[src/verilog/fetch_cfg.svh]
`ifndef FETCH_CFG_SVH
`define FETCH_CFG_SVH

// pc and wishbone address width
`define FETCH_ADDR_W 64

// wishbone data width, one doubleword per beat
`define FETCH_DATA_W 64

// one uncompressed instruction
`define FETCH_INS_W 32

// on-chip ram size in doublewords
`define FETCH_RAM_DEPTH 256

// first fetch address after reset
`define FETCH_RESET_PC 64'h0

`endif

[src/verilog/fetch_pkg.sv]
`include "fetch_cfg.svh"

package fetch_pkg;

	// master to slave, wishbone classic
	typedef struct packed {
		logic [`FETCH_ADDR_W-1:0]   adr;
		logic [`FETCH_DATA_W-1:0]   dat_w;
		// one enable per byte lane
		logic [`FETCH_DATA_W/8-1:0] sel;
		logic                       we;
		logic                       cyc;
		logic                       stb;
	} wb_req_t;

	// slave to master
	typedef struct packed {
		// only meaningful while ack is high
		logic [`FETCH_DATA_W-1:0] dat_r;
		logic                     ack;
	} wb_rsp_t;

	// one fetched instruction for the next stage
	typedef struct packed {
		logic [`FETCH_ADDR_W-1:0] pc;
		// sequential successor, pc + 4
		logic [`FETCH_ADDR_W-1:0] snpc;
		logic [`FETCH_INS_W-1:0]  ins;
	} fetch_out_t;

	// branch redirect from the back end
	typedef struct packed {
		logic                     valid;
		logic [`FETCH_ADDR_W-1:0] target;
	} redirect_t;

	// load or store from execute
	typedef struct packed {
		// doubleword address, low bits ignored
		logic [`FETCH_ADDR_W-1:0]   addr;
		logic [`FETCH_DATA_W-1:0]   wdata;
		logic [`FETCH_DATA_W/8-1:0] sel;
		logic                       we;
	} data_req_t;

endpackage

[src/verilog/ifetch.sv]
`include "fetch_cfg.svh"

module ifetch (
	input  logic                     clk,
	input  logic                     reset,
	input  logic                     fetch_enable,
	input  logic [`FETCH_ADDR_W-1:0] pc,
	output logic                     advance,
	input  fetch_pkg::redirect_t     redirect,
	output fetch_pkg::wb_req_t       f_req,
	input  fetch_pkg::wb_rsp_t       f_rsp,
	output fetch_pkg::fetch_out_t    out,
	output logic                     out_valid,
	input  logic                     out_ready
);
	import fetch_pkg::*;

	localparam logic [`FETCH_ADDR_W-1:0] ins_step = 4;

	// bus side
	logic                     busy_q;
	logic                     stale_q;
	logic [`FETCH_ADDR_W-1:0] req_pc_q;

	// holding buffer behind the bus
	logic       hold_valid_q;
	fetch_out_t hold_q;

	logic                    issue;
	logic                    fetch_done;
	logic                    keep;
	logic                    out_free;
	logic [`FETCH_INS_W-1:0] ins_sel;
	fetch_out_t              rsp_item;

	// output slot empty or draining this cycle
	assign out_free = !out_valid || out_ready;

	// one fetch at a time, none while the buffer is occupied
	assign issue = fetch_enable && !busy_q && !hold_valid_q;
	assign advance = issue;

	assign fetch_done = busy_q && f_rsp.ack;

	// data returning in a redirect cycle is wrong path as well
	assign keep = fetch_done && !stale_q && !redirect.valid;

	// bit 2 picks the upper word of the doubleword
	assign ins_sel = req_pc_q[2] ? f_rsp.dat_r[`FETCH_DATA_W-1 -: `FETCH_INS_W]
		: f_rsp.dat_r[`FETCH_INS_W-1:0];

	always_comb begin
		rsp_item.pc = req_pc_q;
		rsp_item.snpc = req_pc_q + ins_step;
		rsp_item.ins = ins_sel;
	end

	// read only, doubleword aligned
	always_comb begin
		f_req.adr = {req_pc_q[`FETCH_ADDR_W-1:3], 3'b000};
		f_req.dat_w = '0;
		f_req.sel = '1;
		f_req.we = 1'b0;
		f_req.cyc = busy_q;
		f_req.stb = busy_q;
	end

	always_ff @(posedge clk) begin
		if (reset) begin
			busy_q <= 1'b0;
			stale_q <= 1'b0;
			hold_valid_q <= 1'b0;
			out_valid <= 1'b0;
		end else begin
			// cyc drops for a cycle after ack so the arbiter can switch
			if (issue) begin
				busy_q <= 1'b1;
			end else if (fetch_done) begin
				busy_q <= 1'b0;
			end
			// mark the fetch on the bus, or the one issued now
			if (fetch_done) begin
				stale_q <= 1'b0;
			end else if (redirect.valid && (busy_q || issue)) begin
				stale_q <= 1'b1;
			end
			// redirect flushes both buffered items
			if (redirect.valid) begin
				out_valid <= 1'b0;
				hold_valid_q <= 1'b0;
			end else if (out_free) begin
				// older buffered item goes first
				out_valid <= hold_valid_q || keep;
				hold_valid_q <= 1'b0;
			end else if (keep) begin
				hold_valid_q <= 1'b1;
			end
		end
	end

	// payload only, qualified by the valid flags above
	always_ff @(posedge clk) begin
		if (issue) begin
			req_pc_q <= pc;
		end
		if (keep && !out_free) begin
			hold_q <= rsp_item;
		end
		if (out_free) begin
			if (hold_valid_q) begin
				out <= hold_q;
			end else if (keep) begin
				out <= rsp_item;
			end
		end
	end

	// stalled output must not change or vanish unless flushed
	a_out_stable: assert property (@(posedge clk) disable iff (reset)
		out_valid && !out_ready && !redirect.valid |=> out_valid && $stable(out));

endmodule

[config.mk]
export PLATFORM = sky130hd
export DESIGN_NAME = ifetch
export DESIGN_NICKNAME = d
export VERILOG_FILES = /design/src/verilog/fetch_pkg.sv /design/src/verilog/ifetch.sv
export VERILOG_INCLUDE_DIRS = /design/src /design/src/verilog
export SDC_FILE = /design/constraint.sdc
export NUM_CORES = 1
export LEC_CHECK = 0
export BUFFER_PORTS_ARGS = -buffer_cell sky130_fd_sc_hd__buf_2
export CELL_PAD_IN_SITES_DETAIL_PLACEMENT = 0
export CELL_PAD_IN_SITES_GLOBAL_PLACEMENT = 1
export CORE_UTILIZATION = 43
export CTS_BUF_LIST = sky130_fd_sc_hd__clkbuf_4 sky130_fd_sc_hd__clkbuf_8
export CTS_CLUSTER_SIZE = 30
export DETAILED_ROUTE_END_ITERATION = 12
export PLACE_DENSITY = 0.79
export SETUP_SLACK_MARGIN = 0.1
export SLEW_MARGIN = 20
export SYNTH_ARGS = -nofsm -noshare
export SYNTH_HDL_FRONTEND = slang
export SYNTH_SLANG_ARGS = --single-unit
[constraint.sdc]
create_clock -name clk -period 13.1 [get_ports clk]
set_input_delay 3.275 -clock clk [delete_from_list [all_inputs] [get_ports clk]]
set_output_delay 3.275 -clock clk [all_outputs]
set_load 0.005 [all_outputs]
### Word level (Yosys, flattened, before mapping)

Cells that the tools add are included.

* add/sub/neg operators: 1
* mux-type cells: 5
* reductions and logical operators: 22

Operator list (count)
* two-way mux 160 bit: 2
* adder 64 x 3 -> 64 bit (second input constant): 1
* two-way mux 32 bit: 1
* logical AND 1 bit: 7
* logical NOT 1 bit: 6
* nonzero test 2 bit: 2
* OR reduction 2 bit: 2
* logical OR 1 bit: 3
* OR reduction 3 bit: 1
* two-way mux 1 bit: 2
* AND reduction 2 bit: 1

* register bits: 388
* input bits: 198
* output and inout port bits: 301

### Longest topological paths before layout

Gate-level depths: netlist of the first run.

* depth after elaboration: 5
* mapped depth: 7
* mapped depth without buffers: 6

### Least setup slack after synthesis of the first run

Ideal clock, no wire load.

* path kind: input port to flip-flop
* start point: input port f_rsp[0] (netlist name)
* end point: register out[0] (netlist name), enable pin
* arrival: 11195 ps
* data required time: 12371 ps
* setup slack: 1177 ps
* stages on the path: 4
* buffers on the path: 0
* path through: nand2_1 nor3_1 nor2_1 a21oi_1

* cells in the longest elaborated chain, start to end: 5

Ends and longest elaborated chain
* start, declared: line ifetch.sv:11 `input fetch_pkg::wb_rsp_t f_rsp,`
* logical AND 1 bit: line ifetch.sv:43 `assign fetch_done = busy_q && f_rsp.ack;`
* logical AND 1 bit (2 in series): line ifetch.sv:46 `assign keep = fetch_done && !stale_q && !redirect.valid;`
* nonzero test 2 bit (no source line)
* AND reduction 2 bit (no source line)
* end signal, assigned: line ifetch.sv:111 `out <= hold_q;`
* end signal, assigned: line ifetch.sv:113 `out <= rsp_item;`
* end, declared: line ifetch.sv:12 `output fetch_pkg::fetch_out_t out,`

Every way passes these cells.
A chain may end at the register's enable or synchronous reset.

### Worst setup path after layout of the first run

* start point: input port fetch_enable
* end point: output port advance

* cells in the longest elaborated chain, start to end: 2

Ends and longest elaborated chain
* start, declared: line ifetch.sv:6 `input logic fetch_enable,`
* logical AND 1 bit (2 in series): line ifetch.sv:40 `assign issue = fetch_enable && !busy_q && !hold_valid_q;`
* end, declared: line ifetch.sv:8 `output logic advance,`

Every way passes these cells.

==> out/summary.txt, run 1 <==
Syn-to-layout area delta: 18.1%
Fill cell count: 3248
Via count: 9491
Syn Area/Cell: 16.2 µm²
Power Dens Cells: 136 nW/µm²
# resized after CTS: 0
Finished Core Util: 51.6%
Hold Vio Cnt, Final: 0
CP Cell Sequence: buf_2, nor3b_2, buf_4, buf_2
Clock share of power: 41.6%
PortBufs: 358
Crit path from: fetch_enable
# H-tree levels: 3
CTS tree: built
CTS root buffer: clkbuf_8
Relative slew slack: 27.2%
Worst min path class: reg2reg
Skew final: 0.0131 ns
Place WS: 5.65 ns
Post-synth top area share: 69.3%
Slew @ Worst Pin: 1.08 ns
GR Util met3: 6.39%
Synth async-reset ratio: 0%
CP Class: in2out
First-pass GRT wire length: 55000 µm
Fmax: 135 MHz
Placement Rows: 71
Reg2reg setup slack: 9.97 ns
Drt wl/cell: 19.8 µm
Non-Filler Instances: 1923
Commonest non-fill, non-tap cell in the layout: edfxtp_1
Hpwl dp: 25200 µm
Number of antenna violations at the first check in global routing: 2
Number of diodes: 0
Worst setup EP type: primary output
Post-layout min period: 7.41 ns
Synth Flop Type: edfxtp_1
Status: finished clean
Synth warn: 0
Largest cells by area after synthesis: edfxtp_1, mux2_2, buf_4
Placer Congestion: 0.811
Die footprint: 39100 µm²
Max_cap viols: 0
Sequential Power Share: 53.5%
Clock Path Buffers: 3
Met1 usage: 23.8%
Setup TNS Final: 0 ns
Top Usage Layer GRT: met2
Fin crit share: 56.6%
Sw Ratio: 22.1%
Most frequent CP cell: buf_2
Worst-Skew Late Latency: 0.61 ns
Power Internal: 2.06 mW
RSZ-0062 raised after global routing: no
Most frequent cells in the layout: edfxtp_1, buf_2, mux2_2
Core area: 37700 µm²
Slowest stage delay, CP: 0.45 ns
Crit path DAT: 4.14 ns
Drc violations: 0
Cell Area, Synth: 16500 µm²
Num CTS Buffers: 67
Total power: 2.65 mW
GR Util met2: 30.5%
Combinational fraction of design power: 4.9%
R2R Path Start: req_pc_q[26]
1st-pass router iterations: 5
Req. time, crit path: 9.82 ns
Final nets: 1560
Synth area leader: edfxtp_1
Layout cell share with drive strength beyond 1: 47.4%
Net Switching: 0.585 mW
I/O Pins: 499
Unique masters post-synth: 49
Fin worst setup slack: 5.69 ns
Worst VDD drop: 0.0000981 V
Setup bufs post-CTS: 0
Die Ht: 198 µm
Setup violators final: 0
Post-synth EDFFs: 380
Flops & latches, synth: 384
WL final: 38000 µm
Detailed Route Iter0 Violations: 422
Mapped Cells: 1019
Via density: 4.94
Initial core utilization: 43.7%
Clock Pin Slew Worst Setup and Hold Paths: 0.06 ns
Crit-path slowest cell: buf_4
Vias in the first global route: 9043
LEAKAGE: 7.11 nW
GR Util All Layers: 19.1%
Width of the die: 198 µm
Total grt overflow: 0
CTS Sinks: 384
Startpoint types: input pin
Cell total after placement: 1803
CTS Hold Bufs: 0
Sequential share of the synthesized area: 69.8%
Hold_sp: req_pc_q[0]
Max FO, Critical Path: 31
Post-route antenna net violation count: 0
Largest net degree at the start of global routing: 159
Slew Viols, Final: 0
[layout make-up]
cell class                 instances  area (µm²)  area share (%)
sequential                       384       11500            59.1
multi-input combinational        528        4050            20.8
inverter                          12        47.5           0.245
clock buffer                      92        1120            5.74
timing repair buffer             368        1880            9.67
clock inverter                    28         215            1.11
tap                              511         639            3.29
[metal layers]
| metal | vias to the layer above | wire [µm] | share of wire (%) |
|---|---|---|---|
| met4 | 2 | 1110 | 2.9 |
| li1 | 4366 | - | - |
| met1 | 4607 | 15800 | 41 |
| met5 | - | 8 | 0.021 |
| met2 | 443 | 17800 | 47 |
| met3 | 73 | 3310 | 8.7 |
[flip-flops by register name, summed over array words and instances (netlist names)]
name	count
busy_q	1
out_valid	1
hold_valid_q	1
stale_q	1
req_pc_q	64
hold_q	158
out	158
[kinds of logic after synthesis]
group / Yosys count / share of synthesized area [%]
compound gates: 29 / 1.06
mux: 174 / 11.9
fa+ha+maj: 1 / 0.0760
simple gates: 196 / 6.84
flops: 384 / 69.8
buf+inv: 181 / 7.48
xor+xnor: 52 / 2.77
other cells: 2 / 0.0456
[synthesized netlist by cell type, types with 2 or more instances]
library cell  instances
and4_1                6
or2_2                 2
nand4_1              34
nand3_1              27
conb_1                2
inv_1                11
xor2_1               13
dfxtp_1               4
and2_1                2
buf_1                 4
nor4_1               16
nor3_1               13
mux2_2              174
and3_1                7
nor2_1               21
nand2_1              42
nand4b_1              3
or4_1                 4
a31oi_1               7
o31ai_1               2
or4_4                 3
o21ai_0              13
a21oi_1               2
buf_4               142
xnor2_1              39
nand4_4               2
clkbuf_1             20
or3_1                 4
edfxtp_1            380
[critical path, delay by kind of cell]
family,cells,cell delay (ns)
buffers and inverters,3,0.72
and+or+nand+nor,1,0.13
[path summary, 6_finish.rpt]
kind,endpoint,cells after the start
worst max-delay path,advance,4
worst max register to register,out[90],5
worst min-delay path,hold_q[96],0
worst min register to register,hold_q[96],0
[through the flow]
stage                     hold slack (ns)  instance area [µm²]
final                               0.450                19400
after global routing                0.456                19400
after CTS                           0.450                19400
after detailed placement            0.435                18100
after global placement              0.434                18100
after floorplan                     0.422                16700
[power groups by stage]
stage,sequential [mW],clock [mW],combinational [mW]
2_1_floorplan,1.43,0,0.102
3_3_place_gp,1.44,0,0.127
3_5_place_dp,1.44,0,0.131
4_1_cts,1.41,1.14,0.132
5_1_grt,1.42,1.19,0.144
6_report,1.41,1.10,0.130
No activity file was read; power rests on OpenSTA's default activity.
==> inputs of run 2 (changes only) <==
--- a/config.mk
+++ b/config.mk
@@ -6,14 +6,15 @@
 export SDC_FILE = /design/constraint.sdc
 export NUM_CORES = 1
 export LEC_CHECK = 0
+export ABC_AREA = 1
 export BUFFER_PORTS_ARGS = -buffer_cell sky130_fd_sc_hd__buf_2
 export CELL_PAD_IN_SITES_DETAIL_PLACEMENT = 0
 export CELL_PAD_IN_SITES_GLOBAL_PLACEMENT = 1
-export CORE_UTILIZATION = 43
+export CORE_UTILIZATION = 37
 export CTS_BUF_LIST = sky130_fd_sc_hd__clkbuf_4 sky130_fd_sc_hd__clkbuf_8
 export CTS_CLUSTER_SIZE = 30
 export DETAILED_ROUTE_END_ITERATION = 12
-export PLACE_DENSITY = 0.79
+export PLACE_DENSITY = 0.75
 export SETUP_SLACK_MARGIN = 0.1
 export SLEW_MARGIN = 20
 export SYNTH_ARGS = -nofsm -noshare
==> constraint.sdc (replaced) <==
create_clock -name clk -period 6.45 [get_ports clk]
set_input_delay 1.6125 -clock clk [delete_from_list [all_inputs] [get_ports clk]]
set_output_delay 1.6125 -clock clk [all_outputs]
set_load 0.005 [all_outputs]
==> out/summary.txt, run 2 <==
Number of antenna violations at the first check in global routing: 4
Slew @ Worst Pin: 0.980 ns
Total grt overflow: 0
Crit-path slowest cell: clkinv_2
Setup bufs post-CTS: 0
Worst min path class: reg2reg
Most common cell in the netlist: nand2_1
Post-synth EDFFs: 380
Finished Core Util: 44.6%
CTS Hold Bufs: 0
Syn-to-layout area delta: 17.8%
Sequential share of the synthesized area: 68.0%
Num CTS Buffers: 68
Reg2reg setup slack: 3.62 ns
Hold_ws: 0.455 ns
Fin crit share: 64.9%
Width of the die: 216 µm
Synth Flop Type: edfxtp_1
WL final: 46200 µm
LEAKAGE: 8.05 nW
1st-pass router iterations: 5
Worst setup EP type: primary output
Layout cell share with drive strength beyond 1: 26.2%
Flops & latches, synth: 384
Drc violations: 0
CTS Sinks: 384
Startpoint types: input pin
Synth warn: 0
Worst-Skew Late Latency: 0.62 ns
Status: finished clean
Fmax: 239 MHz
Placer Congestion: 0.868
Post-route antenna net violation count: 0
Total power: 5.38 mW
CTS tree: built
Cell total after placement: 2385
Worst VDD drop: 0.000161 V
Req. time, crit path: 4.84 ns
Commonest non-fill, non-tap cell in the layout: nand2_1
Largest cells by area after synthesis: edfxtp_1, nand2_1, buf_4
Hold_sp: req_pc_q[0]
Max_cap viols: 0
Placement Rows: 77
Synth async-reset ratio: 0%
Power Dens Cells: 270 nW/µm²
Syn Area/Cell: 11.0 µm²
Crit path DAT: 2.57 ns
Crit path from: fetch_enable
Most frequent cells in the layout: nand2_1, edfxtp_1, buf_2
Setup crit end: advance
Hold Vio Cnt, Final: 0
Fill cell count: 4237
I/O Pins: 499
Relative slew slack: 34.7%
Post-layout min period: 4.19 ns
CTS root buffer: clkbuf_8
Skew final: 0.0239 ns
Number of diodes: 0
GR Util All Layers: 19.6%
Via density: 4.68
Die footprint: 46500 µm²
First-pass GRT wire length: 68100 µm
Via count: 11700
Unique masters post-synth: 30
Non-Filler Instances: 2505
Setup violators final: 0
R2r worst-path depth: 12
CP Cell Sequence: buf_2, nand2_1, clkinv_2, buf_2
PortBufs: 358
Die Ht: 216 µm
RSZ-0062 raised after global routing: no
Initial core utilization: 37.9%
Top post-synthesis cells by count: nand2_1, edfxtp_1, nor2_1
Final nets: 2062
Slew Viols, Final: 0
# resized after CTS: 0
Synth area leader: edfxtp_1
Post-synth top area share: 67.5%
Max FO, Critical Path: 25
Core area: 44600 µm²
Setup TNS Final: 0 ns
Vias in the first global route: 11200
Slowest stage delay, CP: 0.46 ns
# H-tree levels: 3
Most frequent CP cell: buf_2
R2R Path Start: req_pc_q[2]
Clock Pin Slew Worst Setup and Hold Paths: 0.05 ns
CP Class: in2out
Drt wl/cell: 18.4 µm
Largest net degree at the start of global routing: 105
Hpwl dp: 31600 µm
Cell Area, Synth: 16900 µm²
Reg2Reg Capture Point: out[75]
Biggest regs: hold_q (158), out (158), req_pc_q (64)
Clock Path Buffers: 3
Mapped Cells: 1535
Detailed Route Iter0 Violations: 837
-- run 2: cells by family after synthesis --
kind of cell,after synthesis,share of synthesized area [%]
and+or+nand+nor,761,18.2
DFF,384,68.0
buffers and inverters,252,8.78
AOI/OAI and AO/OA,104,3.33
xor gates and xnor gates,31,1.61
other,2,0.0445
adders and majority gates,1,0.0740
-- run 2: power breakdown --
group / leakage (nW) / internal (mW) / total (mW) / switching, mW
clock network: 0.678 / 1.21 / 2.22 / 1.01
registers: 3.50 / 2.82 / 2.88 / 0.0592
logic: 3.87 / 0.107 / 0.289 / 0.182
-- run 2: worst min path at each step --
stage,cells past startpoint,slack (ns),endpoint
finish,0,0.46,hold_q[96]
global route,0,0.47,hold_q[97]
detailed placement,0,0.45,hold_q[96]
CTS,0,0.46,hold_q[96]
floorplan,0,0.43,hold_q[96]
global placement,0,0.44,hold_q[97]
-- run 2: per-layer routing --
| metal | routed length (µm) | GRT usage (%) | share of wire, % |
|---|---|---|---|
| met5 | 52 | 0 | 0.11 |
| met4 | 1020 | 5.82 | 2.2 |
| met3 | 3700 | 5.47 | 8.0 |
| met2 | 22000 | 32.1 | 48 |
| met1 | 19300 | 25.1 | 42 |
-- run 2: cell type report --
class / count / area (µm²) / area share, %
sequential: 384 / 11500 / 57.8
multi-input combinational: 973 / 4210 / 21.1
timing repair buffer: 367 / 1880 / 9.47
clock buffer: 91 / 1120 / 5.63
tap: 592 / 741 / 3.72
inverter: 69 / 263 / 1.32
clock inverter: 29 / 191 / 0.962
-- run 2: worst max-delay path, delay by kind of cell --
kind,cells,cell delay [ns]
buffers and inverters,3,0.88
AND/OR/NAND/NOR,1,0.07
-- run 2: through the flow --
step	cell area (µm²)	worst slack [ns]
detailed placement	18600	2.18
global route	19900	2.16
floorplan	17200	0.367
global placement	18600	2.21
finish	19900	2.26
CTS	19900	2.20
==> inputs of run 3 (changes only) <==
==> constraint.sdc (replaced) <==
create_clock -name clk -period 3.6 [get_ports clk]
set_input_delay 0.9 -clock clk [delete_from_list [all_inputs] [get_ports clk]]
set_output_delay 0.9 -clock clk [all_outputs]
set_load 0.005 [all_outputs]
==> out/summary.txt, run 3 (synthesized netlist as in run 2, its figures left out) <==
Drc violations: 0
CTS Sinks: 384
Setup TNS Final: 0 ns
CP Cell Sequence: nor2_1, nand2_1, clkinv_2, buf_2
CTS Hold Bufs: 0
Core area: 44600 µm²
Layout cell share with drive strength beyond 1: 26.4%
Fill cell count: 4188
Via density: 4.66
CP delay by family, top: flip-flops
CTS tree: built
Detailed Route Iter0 Violations: 902
Non-Filler Instances: 2512
Initial core utilization: 37.9%
Worst VDD drop: 0.000348 V
Largest net degree at the start of global routing: 106
Slew @ Worst Pin: 1.01 ns
CP Buf/Inv Count: 2
Clock Pin Slew Worst Setup and Hold Paths: 0.06 ns
Via count: 11700
Die Ht: 216 µm
Cell total after placement: 2392
CP Class: reg2out
Vias in the first global route: 11300
Clock Path Buffers: 3
LEAKAGE: 8.10 nW
Power Dens Cells: 478 nW/µm²
Post-layout min period: 2.55 ns
Biggest regs: hold_q (158), out (158), req_pc_q (64)
Final nets: 2069
Die footprint: 46500 µm²
Drt wl/cell: 18.3 µm
Worst-Skew Late Latency: 0.64 ns
Placer Congestion: 0.851
Slew Viols, Final: 0
Hold Vio Cnt, Final: 0
Worst setup EP type: primary output
I/O Pins: 499
Req. time, crit path: 2.70 ns
Width of the die: 216 µm
Fin crit share: 70.8%
WL final: 45900 µm
Startpoint types: flip-flop
1st-pass router iterations: 5
Crit path DAT: 1.65 ns
Skew final: 0.0228 ns
Crit-path slowest cell: dfxtp_4
Placement Rows: 77
Setup bufs post-CTS: 0
Setup violators final: 0
PortBufs: 358
GR Util All Layers: 19.7%
RSZ-0062 raised after global routing: no
# H-tree levels: 3
Total grt overflow: 0
Most frequent cells in the layout: nand2_1, edfxtp_1, buf_2
Commonest non-fill, non-tap cell in the layout: nand2_1
Fmax: 392 MHz
Post-route antenna net violation count: 0
Slowest stage delay, CP: 0.62 ns
Syn-to-layout area delta: 18.4%
Worst min path class: in2reg
Total power: 9.56 mW
GR Util met2: 31.5%
First-pass GRT wire length: 68300 µm
Met1 usage: 25.1%
CTS root buffer: clkbuf_8
Relative slew slack: 32.4%
Num CTS Buffers: 68
Number of antenna violations at the first check in global routing: 3
Status: finished clean
Max FO, Critical Path: 36
GR Util met3: 6.13%
Max_cap viols: 0
# resized after CTS: 0
Hpwl dp: 31800 µm
Reg2reg setup slack: 1.24 ns
Top Usage Layer GRT: met2
==> run 3: changes by cell type in the layout (fill, tap and decap cells not counted), moves of 3 or more <==
cell,delta
clkbuf_4,-5
clkinvlp_4,-4
clkinv_1,+3
clkinv_2,+5
buf_12,+5
==> run 3: report_power, final <==
| group | total, mW | internal, mW | switching (mW) |
|---|---|---|---|
| logic | 0.533 | 0.200 | 0.333 |
| registers | 5.15 | 5.05 | 0.103 |
| clock network | 3.88 | 2.06 | 1.82 |
==> run 3: final timing paths <==
path,from,endpoint,depth (start not counted)
hold reg to reg,req_pc_q[0],hold_q[96],0
hold / removal,pc[61],req_pc_q[61],1
setup reg to reg,req_pc_q[3],out[76],12
setup / recovery,hold_valid_q,advance,4
==> run 3: worst register-to-register path: stages (launching register included) <==
cell,delay (ns)
edfxtp_1,0.51
ha_1,0.24
nand2_1,0.12
nor2_4,0.22
nand2_4,0.13
nor2_1,0.15
nand2_1,0.29
inv_1,0.16
nand2_1,0.06
nand2_1,0.07
nand2_1,0.06
nand2_1,0.06
nand2_1,0.07
==> run 3: final cells by class <==
type	count	area (µm²)	share of cell area, %
clock buffers	87	1100	5.49
well taps	592	741	3.70
flip-flops and latches	384	11500	57.5
multi-input cells	973	4240	21.2
clock inverters	31	159	0.795
diodes	2	5.00	0.0250
inverters	69	263	1.31
repair buffers	374	2000	10.0
==> run 3: metal layers <==
layer  vias to the layer above  wire length (µm)
li1                       5587                 -
met1                      5477             18900
met2                       561             21500
met3                        76              4290
met4                         4              1240
met5                         -                26
==> run 3: metrics by stage <==
stage	util (%)	cell area, µm²	setup WS (ns)	hold slack [ns]
6_report	44.8	20000	1.05	0.430
5_1_grt	44.8	20000	0.883	0.360
4_1_cts	44.8	20000	0.941	0.358
3_5_place_dp	42.0	18700	0.894	0.451
3_3_place_gp	42.0	18700	0.960	0.439
2_1_floorplan	-	17200	-0.328	0.427
